### src/hw/synth_consts.svh
`ifndef SYNTH_CONSTS_SVH
`define SYNTH_CONSTS_SVH

// slot geometry
`define SYN_VOICES      4
`define SYN_V_OSC       4   // oscs per voice
`define SYN_O_ENVS      2   // envs per osc, env 0 is amplitude

`define SYN_V_WIDTH     2
`define SYN_O_WIDTH     2
`define SYN_OE_WIDTH    1
`define SYN_SLOT_WIDTH  (`SYN_V_WIDTH + `SYN_O_WIDTH + `SYN_OE_WIDTH)

`define SYN_SLOTS       (`SYN_VOICES * `SYN_V_OSC * `SYN_O_ENVS)

// audio output
`define SYN_AUD_BIT_DEPTH  24

// slot on inputs to its term in the accumulator
`define SYN_MIX_LAT     3

// shift after the master volume multiply
`define SYN_VOL_SHIFT   4

`endif

### src/hw/synth_pkg.sv
`default_nettype none

package synth_pkg;

    // register group, taken from adr[6:5]
    typedef enum logic [1:0] {
        REG_OSC_LVL = 2'd0,  // per osc level
        REG_OSC_PAN = 2'd1,  // per osc pan
        REG_MASTER  = 2'd2,  // master volume
        REG_NONE    = 2'd3   // unmapped, writes dropped
    } reg_group_e;

    // what an envelope slot drives
    typedef enum logic {
        SLOT_AMP = 1'b0,  // env 0, summed into the mix
        SLOT_MOD = 1'b1   // env 1, modulation only
    } slot_kind_e;

endpackage

`default_nettype wire

### src/hw/slot_sequencer.sv
`timescale 1ns/10ps
`default_nettype none

`include "synth_consts.svh"

module slot_sequencer (
    input  wire logic                        sCLK_XVXENVS,
    input  wire logic                        rst_n,
    input  wire logic [`SYN_SLOT_WIDTH-1:0]  xxxx,
    input  wire logic                        xxxx_zero,
    output logic      [`SYN_O_WIDTH-1:0]     osc_dly,
    output synth_pkg::slot_kind_e            kind_dly,
    output logic                             first_dly,
    output logic                             last_dly,
    output logic                             sync_lost
);

    localparam int LINE = `SYN_MIX_LAT - 1;  // depth to mixer stage 2

    logic [`SYN_SLOT_WIDTH-1:0]  slot_cnt;   // expected index of the current slot
    logic                        locked;     // seen a frame start since reset
    logic [`SYN_O_WIDTH-1:0]     osc_in;
    logic [`SYN_OE_WIDTH-1:0]    env_in;
    synth_pkg::slot_kind_e       kind_in;
    logic                        last_in;

    logic [`SYN_O_WIDTH-1:0]     osc_line   [LINE];
    synth_pkg::slot_kind_e       kind_line  [LINE];
    logic                        first_line [LINE];
    logic                        last_line  [LINE];

    // voice field sits in the top bits and is not needed here
    assign osc_in  = xxxx[`SYN_O_WIDTH+`SYN_OE_WIDTH-1:`SYN_OE_WIDTH];
    assign env_in  = xxxx[`SYN_OE_WIDTH-1:0];
    assign kind_in = (env_in == '0) ? synth_pkg::SLOT_AMP : synth_pkg::SLOT_MOD;
    assign last_in = (xxxx == (`SYN_SLOTS - 1));

    // frame alignment check
    always_ff @(posedge sCLK_XVXENVS or negedge rst_n) begin
        if (!rst_n) begin
            slot_cnt  <= '0;
            locked    <= 1'b0;
            sync_lost <= 1'b0;
        end else if (xxxx_zero) begin
            slot_cnt  <= 1;
            locked    <= 1'b1;
            sync_lost <= locked && (slot_cnt != '0);  // early or late frame start
        end else begin
            slot_cnt <= slot_cnt + 1'b1;
            if (locked && (slot_cnt == '0)) begin
                sync_lost <= 1'b1;  // wrapped without a start strobe
            end
        end
    end

    // carry fields down to the mixer
    always_ff @(posedge sCLK_XVXENVS or negedge rst_n) begin
        if (!rst_n) begin
            for (int i = 0; i < LINE; i++) begin
                osc_line[i]   <= '0;
                kind_line[i]  <= synth_pkg::SLOT_AMP;
                first_line[i] <= 1'b0;
                last_line[i]  <= 1'b0;
            end
        end else begin
            osc_line[0]   <= osc_in;
            kind_line[0]  <= kind_in;
            first_line[0] <= xxxx_zero;
            last_line[0]  <= last_in;
            for (int i = 1; i < LINE; i++) begin
                osc_line[i]   <= osc_line[i-1];
                kind_line[i]  <= kind_line[i-1];
                first_line[i] <= first_line[i-1];
                last_line[i]  <= last_line[i-1];
            end
        end
    end

    assign osc_dly   = osc_line[LINE-1];
    assign kind_dly  = kind_line[LINE-1];
    assign first_dly = first_line[LINE-1];
    assign last_dly  = last_line[LINE-1];

endmodule

`default_nettype wire

### src/hw/patch_regs.sv
`timescale 1ns/10ps
`default_nettype none

`include "synth_consts.svh"

module patch_regs (
    input  wire logic                        sCLK_XVXENVS,
    input  wire logic                        rst_n,
    input  wire logic [6:0]                  adr,
    input  wire logic [7:0]                  wdata,
    input  wire logic                        write,
    output logic      [`SYN_V_OSC*8-1:0]     osc_lvl,
    output logic      [`SYN_V_OSC*8-1:0]     osc_pan,
    output logic      [7:0]                  m_vol
);

    synth_pkg::reg_group_e       grp;
    logic [`SYN_O_WIDTH-1:0]     osc_sel;   // shared by all voices

    logic [7:0]  lvl_q [`SYN_V_OSC];
    logic [7:0]  pan_q [`SYN_V_OSC];
    logic [7:0]  vol_q;

    assign grp     = synth_pkg::reg_group_e'(adr[6:5]);
    assign osc_sel = adr[`SYN_O_WIDTH-1:0];

    // one register updated per write strobe
    always_ff @(posedge sCLK_XVXENVS or negedge rst_n) begin
        if (!rst_n) begin
            for (int i = 0; i < `SYN_V_OSC; i++) begin
                lvl_q[i] <= '0;
                pan_q[i] <= '0;
            end
            vol_q <= '0;
        end else if (write) begin
            case (grp)
                synth_pkg::REG_OSC_LVL: begin
                    lvl_q[osc_sel] <= wdata;  // 0..127
                end
                synth_pkg::REG_OSC_PAN: begin
                    pan_q[osc_sel] <= wdata;  // 0 hard left, 127 near hard right
                end
                synth_pkg::REG_MASTER: begin
                    vol_q <= wdata;
                end
                synth_pkg::REG_NONE: begin
                    // unmapped group
                end
                default: begin
                end
            endcase
        end
    end

    // flatten for the mixer, osc 0 in the low byte
    genvar g;
    generate
        for (g = 0; g < `SYN_V_OSC; g++) begin : g_flat
            assign osc_lvl[g*8 +: 8] = lvl_q[g];
            assign osc_pan[g*8 +: 8] = pan_q[g];
        end
    endgenerate

    assign m_vol = vol_q;

endmodule

`default_nettype wire

### src/hw/vol_mixer.sv
`timescale 1ns/10ps
`default_nettype none

`include "synth_consts.svh"

module vol_mixer (
    input  wire logic                            sCLK_XVXENVS,
    input  wire logic                            rst_n,
    input  wire logic signed [16:0]              sine_lut_out,
    input  wire logic signed [7:0]               level_mul_vel,
    input  wire logic        [`SYN_O_WIDTH-1:0]  osc_dly,
    input  wire synth_pkg::slot_kind_e           kind_dly,
    input  wire logic                            first_dly,
    input  wire logic                            last_dly,
    input  wire logic                            sync_lost,
    input  wire logic        [`SYN_V_OSC*8-1:0]  osc_lvl,
    input  wire logic        [`SYN_V_OSC*8-1:0]  osc_pan,
    input  wire logic        [7:0]               m_vol,
    output logic signed [`SYN_AUD_BIT_DEPTH-1:0] lsound_out,
    output logic signed [`SYN_AUD_BIT_DEPTH-1:0] rsound_out,
    output logic                                 frame_valid
);

    localparam int AUD_W = `SYN_AUD_BIT_DEPTH;
    localparam int ACC_W = 32;         // 16 amp slots of 23 bits plus headroom
    localparam int VOL_W = ACC_W + 9;
    localparam logic signed [VOL_W-1:0] SAT_MAX = 2**(AUD_W-1) - 1;
    localparam logic signed [VOL_W-1:0] SAT_MIN = -(2**(AUD_W-1));

    logic signed [16:0]       in_sine;
    logic signed [7:0]        in_level;
    logic signed [24:0]       amp_full;
    logic signed [17:0]       s1_amp;
    logic        [7:0]        lvl_sel;
    logic        [7:0]        pan_sel;
    logic signed [8:0]        lvl_w;
    logic signed [9:0]        l_wt;
    logic signed [9:0]        r_wt;
    logic signed [26:0]       term_full;
    logic signed [19:0]       term;
    logic signed [29:0]       l_full;
    logic signed [29:0]       r_full;
    logic signed [22:0]       l_part;
    logic signed [22:0]       r_part;
    logic signed [ACC_W-1:0]  acc_l;
    logic signed [ACC_W-1:0]  acc_r;
    logic                     last_q;
    logic                     frm_ok;    // frame started in sync
    logic signed [8:0]        m_vol_w;
    logic signed [VOL_W-1:0]  vol_l;
    logic signed [VOL_W-1:0]  vol_r;
    logic                     vol_vld;

    function automatic logic signed [AUD_W-1:0] sat_aud(input logic signed [VOL_W-1:0] v);
        logic signed [VOL_W-1:0] s;
        s = v >>> `SYN_VOL_SHIFT;
        if (s > SAT_MAX) begin
            return SAT_MAX[AUD_W-1:0];
        end else if (s < SAT_MIN) begin
            return SAT_MIN[AUD_W-1:0];
        end
        return s[AUD_W-1:0];
    endfunction

    // stage 1, inputs registered then sample times level
    assign amp_full = in_sine * in_level;

    always_ff @(posedge sCLK_XVXENVS or negedge rst_n) begin
        if (!rst_n) begin
            in_sine  <= '0;
            in_level <= '0;
            s1_amp   <= '0;
        end else begin
            in_sine  <= sine_lut_out;
            in_level <= level_mul_vel;
            s1_amp   <= amp_full[24:7];  // >>> 7
        end
    end

    // stage 2, osc level and pan picked by the delayed osc field
    assign lvl_sel   = osc_lvl[osc_dly*8 +: 8];
    assign pan_sel   = osc_pan[osc_dly*8 +: 8];
    assign lvl_w     = $signed({1'b0, lvl_sel});
    assign r_wt      = $signed({2'b00, pan_sel});
    assign l_wt      = 10'sd128 - r_wt;
    assign term_full = s1_amp * lvl_w;
    assign term      = term_full[26:7];
    assign l_full    = term * l_wt;
    assign r_full    = term * r_wt;
    assign l_part    = l_full[29:7];
    assign r_part    = r_full[29:7];

    // stage 3, frame accumulators
    always_ff @(posedge sCLK_XVXENVS or negedge rst_n) begin
        if (!rst_n) begin
            acc_l  <= '0;
            acc_r  <= '0;
            last_q <= 1'b0;
            frm_ok <= 1'b0;
        end else begin
            last_q <= last_dly;
            if (first_dly) begin
                frm_ok <= !sync_lost;
            end
            if (kind_dly == synth_pkg::SLOT_AMP) begin
                if (first_dly) begin
                    acc_l <= ACC_W'(l_part);  // restart on slot 0
                    acc_r <= ACC_W'(r_part);
                end else begin
                    acc_l <= acc_l + l_part;
                    acc_r <= acc_r + r_part;
                end
            end else if (first_dly) begin
                acc_l <= '0;
                acc_r <= '0;
            end
        end
    end

    // stage 4, master volume on the finished totals
    assign m_vol_w = $signed({1'b0, m_vol});

    always_ff @(posedge sCLK_XVXENVS or negedge rst_n) begin
        if (!rst_n) begin
            vol_l <= '0;
            vol_r <= '0;
        end else if (last_q) begin
            vol_l <= acc_l * m_vol_w;
            vol_r <= acc_r * m_vol_w;
        end
    end

    // stage 5, shift, clamp and present
    always_ff @(posedge sCLK_XVXENVS or negedge rst_n) begin
        if (!rst_n) begin
            vol_vld     <= 1'b0;
            frame_valid <= 1'b0;
            lsound_out  <= '0;
            rsound_out  <= '0;
        end else begin
            vol_vld     <= last_q && frm_ok;
            frame_valid <= vol_vld;
            if (vol_vld) begin
                lsound_out <= sat_aud(vol_l);
                rsound_out <= sat_aud(vol_r);
            end
        end
    end

endmodule

`default_nettype wire

### src/hw/mixer_top.sv
`timescale 1ns/10ps
`default_nettype none

`include "synth_consts.svh"

module mixer_top (
    input  wire logic                            sCLK_XVXENVS,
    input  wire logic                            rst_n,
    input  wire logic        [`SYN_SLOT_WIDTH-1:0] xxxx,
    input  wire logic                            xxxx_zero,
    input  wire logic signed [16:0]              sine_lut_out,
    input  wire logic signed [7:0]               level_mul_vel,
    input  wire logic        [6:0]               adr,
    input  wire logic        [7:0]               wdata,
    input  wire logic                            write,
    output logic signed [`SYN_AUD_BIT_DEPTH-1:0] lsound_out,
    output logic signed [`SYN_AUD_BIT_DEPTH-1:0] rsound_out,
    output logic                                 frame_valid,
    output logic                                 sync_lost
);

    logic [`SYN_O_WIDTH-1:0]    osc_dly;
    synth_pkg::slot_kind_e      kind_dly;
    logic                       first_dly;
    logic                       last_dly;
    logic [`SYN_V_OSC*8-1:0]    osc_lvl;
    logic [`SYN_V_OSC*8-1:0]    osc_pan;
    logic [7:0]                 m_vol;

    slot_sequencer u_seq (
        .sCLK_XVXENVS (sCLK_XVXENVS),
        .rst_n        (rst_n),
        .xxxx         (xxxx),
        .xxxx_zero    (xxxx_zero),
        .osc_dly      (osc_dly),
        .kind_dly     (kind_dly),
        .first_dly    (first_dly),
        .last_dly     (last_dly),
        .sync_lost    (sync_lost)
    );

    patch_regs u_regs (
        .sCLK_XVXENVS (sCLK_XVXENVS),
        .rst_n        (rst_n),
        .adr          (adr),
        .wdata        (wdata),
        .write        (write),
        .osc_lvl      (osc_lvl),
        .osc_pan      (osc_pan),
        .m_vol        (m_vol)
    );

    vol_mixer u_mix (
        .sCLK_XVXENVS  (sCLK_XVXENVS),
        .rst_n         (rst_n),
        .sine_lut_out  (sine_lut_out),
        .level_mul_vel (level_mul_vel),
        .osc_dly       (osc_dly),
        .kind_dly      (kind_dly),
        .first_dly     (first_dly),
        .last_dly      (last_dly),
        .sync_lost     (sync_lost),   // gates output of an unaligned frame
        .osc_lvl       (osc_lvl),
        .osc_pan       (osc_pan),
        .m_vol         (m_vol),
        .lsound_out    (lsound_out),
        .rsound_out    (rsound_out),
        .frame_valid   (frame_valid)
    );

endmodule

`default_nettype wire

### config.mk
export PLATFORM = sky130hd
export DESIGN_NAME = mixer_top
export DESIGN_NICKNAME = d
export VERILOG_FILES = /design/src/hw/synth_pkg.sv /design/src/hw/slot_sequencer.sv /design/src/hw/patch_regs.sv /design/src/hw/vol_mixer.sv /design/src/hw/mixer_top.sv
export VERILOG_INCLUDE_DIRS = /design/src /design/src/hw
export SDC_FILE = /design/constraint.sdc
export NUM_CORES = 2
export LEC_CHECK = 0
export ABC_AREA = 0
export BUFFER_PORTS_ARGS = -buffer_cell sky130_fd_sc_hd__buf_4
export CAP_MARGIN = 30
export CORE_MARGIN = 8
export CORE_UTILIZATION = 55
export DETAILED_ROUTE_END_ITERATION = 8
export PLACE_DENSITY_LB_ADDON = 0.1
export SLEW_MARGIN = 25
export SYNTH_ARGS = -nofsm -noshare
export SYNTH_HDL_FRONTEND = slang
export SYNTH_HIERARCHICAL = 1
export SYNTH_SLANG_ARGS = --single-unit
### constraint.sdc
create_clock -name sCLK_XVXENVS -period 20.7 [get_ports sCLK_XVXENVS]
set_input_delay 1.035 -clock sCLK_XVXENVS [delete_from_list [all_inputs] [get_ports sCLK_XVXENVS]]
set_output_delay 1.035 -clock sCLK_XVXENVS [all_outputs]
set_load 0.05 [all_outputs]
**Word-level counts from Yosys, hierarchy flattened**

Cells that the tools add are included.

- Bits in registers: 330
- Latch bits: 0
- Bits in writable memories: 0
- Bits in read-only memories: 0
- Input bits: 49
- Output and inout port bits: 50
- Word-level logic and storage cells: 93
- Memories: 0

- $add $sub $neg: 4
- $mul: 6
- Div/mod/pow operators: 0
- Magnitude comparators: 6
- Equality and inequality tests: 4
- Shift-type cells: 2
- Multiplexer cells: 25
- Bitwise operators: 1
- Reductions and logical operators: 12

Operator list:

| cell | count |
|---|---|
| 2-to-1 mux 32 bit | 5 |
| 2-to-1 mux 24 bit | 6 |
| multiplier 32 x 9 -> 41 bit | 2 |
| > comparator 37 x 24 -> 1 bit, second input constant | 2 |
| < comparator 37 x 24 -> 1 bit, second input constant | 2 |
| bitwise mux 32 bit | 2 |
| variable part select 32 x 6 -> 8 bit | 2 |
| multiplier 20 x 9 -> 29 bit | 2 |
| adder 32 x 22 -> 32 bit | 1 |
| adder 32 x 23 -> 32 bit | 1 |
| multiplier 18 x 9 -> 27 bit | 1 |
| multiplier 17 x 8 -> 25 bit | 1 |
| demux 8 bit (select 2 bit) | 1 |
| 2-to-1 mux 1 bit | 9 |
| subtractor 8 x 8 -> 9 bit, first input constant | 1 |
| 2-to-1 mux 8 bit | 1 |
| AND reduction 2 bit | 3 |
| adder 5 x 1 -> 5 bit, second input constant | 1 |
| equality test 5 bit, second input constant | 1 |
| zero test 5 bit | 1 |
| 2-to-1 mux 5 bit | 1 |
| nonzero test 5 bit | 1 |
| logical AND 1 bit | 4 |
| >= comparator 3 bit, second input constant | 1 |
| 8 further kinds | 8 |

**Logic depth before layout (Yosys ltp)**

- Depth after elaboration: 6
- Mapped depth: 57
- Depth with buffers taken out: 51

**Cells and area by module**

Netlist, hierarchy kept.

Modules (own cells, without submodules):

| module | instances | cells an instance | area an instance (sq um) |
|---|---|---|---|
| vol_mixer | 1 | 5569 | 49721.4 |
| patch_regs | 1 | 162 | 2747.6 |
| slot_sequencer | 1 | 42 | 595.6 |

**Least setup slack after synthesis**

No wires, ideal clock.

- Path kind: register to register
- Start point: reg u_seq.osc_line, in the netlist u_seq/osc_dly[0]
- End point: reg u_mix.acc_l[31]
- Library setup time: 0.066 ns
- Arrival time: 13.314 ns
- Path slack: 7.320 ns
- Stages on the path, launching flop included: 56
- Cell sequence: dfrtp_1 buf_4 buf_2 buf_1 mux4_2 and2_1 fa_1 fa_1 inv_1 fa_1 fa_1 inv_1 ha_1 clkbuf_1 nand3_1 o21ai_1 a21oi_1 nor4_1 (+20 left out) nand2b_1 nor3_1 nand4b_1 and3_1 nor2_1 ha_1 clkbuf_1 a21oi_1 nor2b_1 a2111oi_0 nor2_1 nor2_1 o21ai_1 a21o_1 a21o_1 or3_1 o2111ai_1 a32o_2

- Cells in the longest elaborated chain, start to end: 6

RTL lines:

| item | line | RTL |
|---|---|---|
| start: declaration | slot_sequencer.sv:27 | `` logic [`SYN_O_WIDTH-1:0] osc_line [LINE]; `` |
| start signal: indexed assignment | slot_sequencer.sv:71 | `osc_line[i] <= osc_line[i-1];` |
| variable part select 32 x 6 -> 8 bit (on tied branches) | vol_mixer.sv:81, vol_mixer.sv:82 |  |
| multiplier 18 x 9 -> 27 bit / subtractor 8 x 8 -> 9 bit (equally long branches) | vol_mixer.sv:86, vol_mixer.sv:85 |  |
| multiplier 20 x 9 -> 29 bit (*) | vol_mixer.sv:88 | `assign l_full = term * l_wt;` |
| adder 32 x 23 -> 32 bit | vol_mixer.sv:110 | `acc_l <= acc_l + l_part;` |
| 2-to-1 mux 32 bit (*) | vol_mixer.sv:106 | `if (first_dly) begin` |
| 2-to-1 mux 32 bit (*) | vol_mixer.sv:105 | `if (kind_dly == synth_pkg::SLOT_AMP) begin` |
| end signal: assignment | vol_mixer.sv:107 | `acc_l <= ACC_W'(l_part);` |
| end signal: assignment | vol_mixer.sv:110 |  |
| end: declaration | vol_mixer.sv:45 | `logic signed [ACC_W-1:0] acc_l;` |

Every way passes the cells marked *; elsewhere a longest branch is shown, timed or not.
A chain may end at the register's enable or synchronous reset.

**Final worst setup path**

Ends and elaborated chain as after synthesis.

==> run summary <==
outcome = finished clean
endpoint arrival time on the critical path = 15.36 ns
average footprint of a synthesized cell = 9.192 µm²
sum of routed wire length over all layers = 122500 µm
final count of negative-setup-slack endpoints = 0
total routing resource utilization after global routing = 23.50%
iteration count of the initial detailed-routing pass = 5
Root Driver = sky130_fd_sc_hd__clkbuf_16
post-detailed-route DRC marker count = 0
vias after detailed routing = 38139
share of Yosys cell area claimed by the top area cell type = 33.54%
most frequently used flop master after synthesis = sky130_fd_sc_hd__dfrtp_1
max_cap viols = 0
number of failing hold endpoints at the final stage = 0
element type at the critical path start = register
number of antenna-violating nets in the routed design = 0
final cell utilization of the core = 58.93%
biggest area contributors in the synthesized netlist = sky130_fd_sc_hd__fa_1, sky130_fd_sc_hd__dfrtp_1, sky130_fd_sc_hd__ha_1
total negative slack for setup checks = 0 ns
postcts setup bufs = 0
portion of the post-synthesis area used by sequential elements = 15.18%
launching instance or port of the critical path = u_seq/osc_dly[0]$_DFF_PN0_
initial antenna violation count = 0
number of buffers created by CTS = 42
delay of the slowest cell on the worst path = 0.79 ns
final worst-path cycle share = 71.51%
total of flip-flops plus latches after synthesis = 322
unrepaired setup endpoints after global routing = no
I/O pin cnt = 99
dpl cell area = 0.05509 mm²
maximum number of pins on one net before global-route repair = 135
critical path type = register to register
effective utilization at floorplan = 55.20%
die span in y = 326.6 µm
Congestion Overflow GR = 0
Worst R2R Setup Slack = 5.90 ns
length in cells of the worst reg-to-reg path = 50
library cell contributing the largest single delay on the critical path = sky130_fd_sc_hd__mux4_2
Hold WC Path Type = input pin to asynchronous set/reset pin
most area-hungry cell type in the Yosys netlist = sky130_fd_sc_hd__fa_1
list of most frequent post-synthesis cells = sky130_fd_sc_hd__inv_1, sky130_fd_sc_hd__fa_1, sky130_fd_sc_hd__nand2_1
number of warnings issued by yosys = 6
buffer levels on the longest clock path = 3
worst rel slew slack = 33.75%
startpoint of the lowest-slack register-to-register path = u_seq/osc_dly[0]$_DFF_PN0_
Site Rows = 114
number of nets produced by synthesis = 7138
sinks on the clock net = 322
H-tree level count = 2
hold_buf cts = 0
worst endpoint required time = 21.26 ns
Std-Cell Core Area = 0.09614 mm²
Post-synth EDFFs = 0
final weighted congestion of routability-driven global placement = 0.8559
Die Area = 0.1067 mm²
final clock skew = 0.02455 ns
total inserted antenna cells = 0
half-perimeter wire length after detailed placement = 98750 µm
proportion of layout cells with a drive suffix above 1 = 6.988%
Max FO, Critical Path = 22
Netlist Area Pre-Place = 0.05306 mm²
port buffer count = 95
most common cell in the netlist = sky130_fd_sc_hd__inv_1
Most common cell on crit path = sky130_fd_sc_hd__fa_1
worst reg2reg endpoint = u_mix/acc_l[31]$_DFFE_PN0P_
number of nets at the end of the flow = 7142
post-route cell area = 0.05666 mm²
vias in the first global route = 40838
Post-CTS Resized = 0
First DRT Iteration DRCs = 1992
drt wl/cell = 17.28 µm
Slew @ Worst Pin = 0.9867 ns
capture point of the worst path = u_mix/acc_l[31]$_DFFE_PN0P_
Final Slew Violations = 0
area growth from synthesis to layout = 6.767%
drt via density = 5.382
endpoint kind of the worst setup timing path = register
FMAX = 67.56 MHz
clk slew on worst S/H paths = 0.06 ns
die width = 326.6 µm
library cells used by synthesis = 84
TritonCTS clock tree = yes
fraction of synthesis flops using an asynchronous set or reset pin = 100.0%
wire length of the first global-routing pass = 208400 µm
number of cells produced by synthesis = 5773
clock latency reported for the late side of the worst-skew pair = 0.62 ns
minimum clock period = 14.80 ns
==> how the worst min path moves through the flow <==
| stage | depth (start not counted) | to | slack [ns] |
|---|---|---|---|
| after floorplan | 0 | u_mix/last_q$_DFF_PN0_ | 0.33 |
| after global placement | 0 | u_seq/last_dly$_DFF_PN0_ | 0.33 |
| after detailed placement | 0 | u_mix/last_q$_DFF_PN0_ | 0.33 |
| after CTS | 0 | u_mix/last_q$_DFF_PN0_ | 0.35 |
| after global routing | 1 | u_mix/rsound_out[1]$_DFFE_PN0P_ | 0.27 |
| final | 1 | u_mix/rsound_out[2]$_DFFE_PN0P_ | 0.29 |
==> critical path: cells and delay by family, from the launching register on <==
family | cells | cell delay, ns
buffers and inverters | 6 | 0.92
flip-flops | 1 | 0.32
AO/OA/AOI/OAI | 16 | 3.53
multiplexers | 1 | 0.79
XOR/XNOR | 1 | 0.17
adder cells (fa/ha/maj) | 12 | 5.33
AND/OR/NAND/NOR | 14 | 3.67
==> layer usage <==
| metal | track usage [%] | wire [µm] |
|---|---|---|
| met5 | 0 | 0 |
| met4 | 6.338 | 3097 |
| met3 | 2.569 | 4618 |
| met2 | 39.82 | 58560 |
| met1 | 32.17 | 56180 |
==> flip-flops by register name, indices dropped and copies added, names as in the netlist, 2 cells and up <==
name / flops
u_mix/vol_l: 37
u_mix/vol_r: 37
u_mix/acc_l: 32
u_mix/acc_r: 32
u_regs/osc_lvl: 32
u_regs/osc_pan: 32
u_mix/lsound_out: 24
u_mix/rsound_out: 24
u_mix/s1_amp: 18
u_mix/in_sine: 17
u_mix/in_level: 8
u_regs/m_vol: 8
u_seq/slot_cnt: 5
u_seq/osc_dly: 2
u_seq/osc_line: 2
==> area by class of cell <==
type / instances / area, µm²
multi-input cells: 4156 / 40200
fillers: 8645 / 39480
flip-flops and latches: 322 / 8068
inverters: 1105 / 4148
well taps: 1276 / 1597
repair buffers: 150 / 1160
clock buffers: 54 / 1136
clock inverters: 23 / 344.1
==> through the flow <==
| step | instances | hold slack (ns) | setup slack, ns |
|---|---|---|---|
| finish | 7086 | 0.2851 | 5.897 |
| floorplan | 5773 | 0.3312 | 7.320 |
| global route | 7086 | 0.2727 | 4.871 |
| CTS | 7080 | 0.3476 | 5.910 |
| global placement | 6999 | 0.3324 | 6.070 |
| detailed placement | 7003 | 0.3347 | 5.931 |
==> cell usage in the layout, fill, tap and decap left out, types with 9 or more instances in the layout <==
cell	synthesis	layout
sky130_fd_sc_hd__nand2_1	572	572
sky130_fd_sc_hd__nor2b_1	37	37
sky130_fd_sc_hd__buf_4	2	142
sky130_fd_sc_hd__or3_1	16	16
sky130_fd_sc_hd__or2_2	9	9
sky130_fd_sc_hd__dfrtp_1	322	316
sky130_fd_sc_hd__a31oi_1	14	14
sky130_fd_sc_hd__nand4_1	29	29
sky130_fd_sc_hd__a21o_1	101	101
sky130_fd_sc_hd__a211oi_1	21	21
sky130_fd_sc_hd__nor4_1	12	12
sky130_fd_sc_hd__and2_1	478	478
sky130_fd_sc_hd__o21ai_1	23	19
sky130_fd_sc_hd__nand2b_1	65	65
sky130_fd_sc_hd__mux4_2	10	10
sky130_fd_sc_hd__xnor2_1	149	144
sky130_fd_sc_hd__xor2_1	90	90
sky130_fd_sc_hd__ha_1	427	427
sky130_fd_sc_hd__a21oi_1	217	217
sky130_fd_sc_hd__clkbuf_16	0	42
sky130_fd_sc_hd__fa_1	889	889
sky130_fd_sc_hd__mux2_2	128	128
sky130_fd_sc_hd__nor2_1	371	370
sky130_fd_sc_hd__o211ai_1	18	18
sky130_fd_sc_hd__o21a_1	30	30
sky130_fd_sc_hd__and3_1	23	23
sky130_fd_sc_hd__o21ai_0	118	118
sky130_fd_sc_hd__nand3_1	43	43
sky130_fd_sc_hd__o21bai_1	31	31
sky130_fd_sc_hd__o22ai_1	23	23
sky130_fd_sc_hd__mux2i_1	15	15
sky130_fd_sc_hd__o31ai_1	13	13
sky130_fd_sc_hd__a22o_1	9	9
sky130_fd_sc_hd__nand3b_1	9	9
sky130_fd_sc_hd__nor3_1	47	47
sky130_fd_sc_hd__inv_1	1103	1103
==> cells by family (layout without fill, tap and decap cells) <==
family,count (synthesis),count (layout),synth area share (%)
AND/OR/NAND/NOR,1738,1738,16.04
adder cells (fa/ha/maj),1316,1316,43.61
multiplexers,154,154,3.473
AO/OA/AOI/OAI,709,709,8.536
XOR/XNOR,239,239,3.945
buffers and inverters,1295,1332,9.215
flip-flops,322,322,15.18
Power is left out: the tool's default activity adds up to more than one toggle a clock period on the data nets, which glitch-free logic cannot reach.
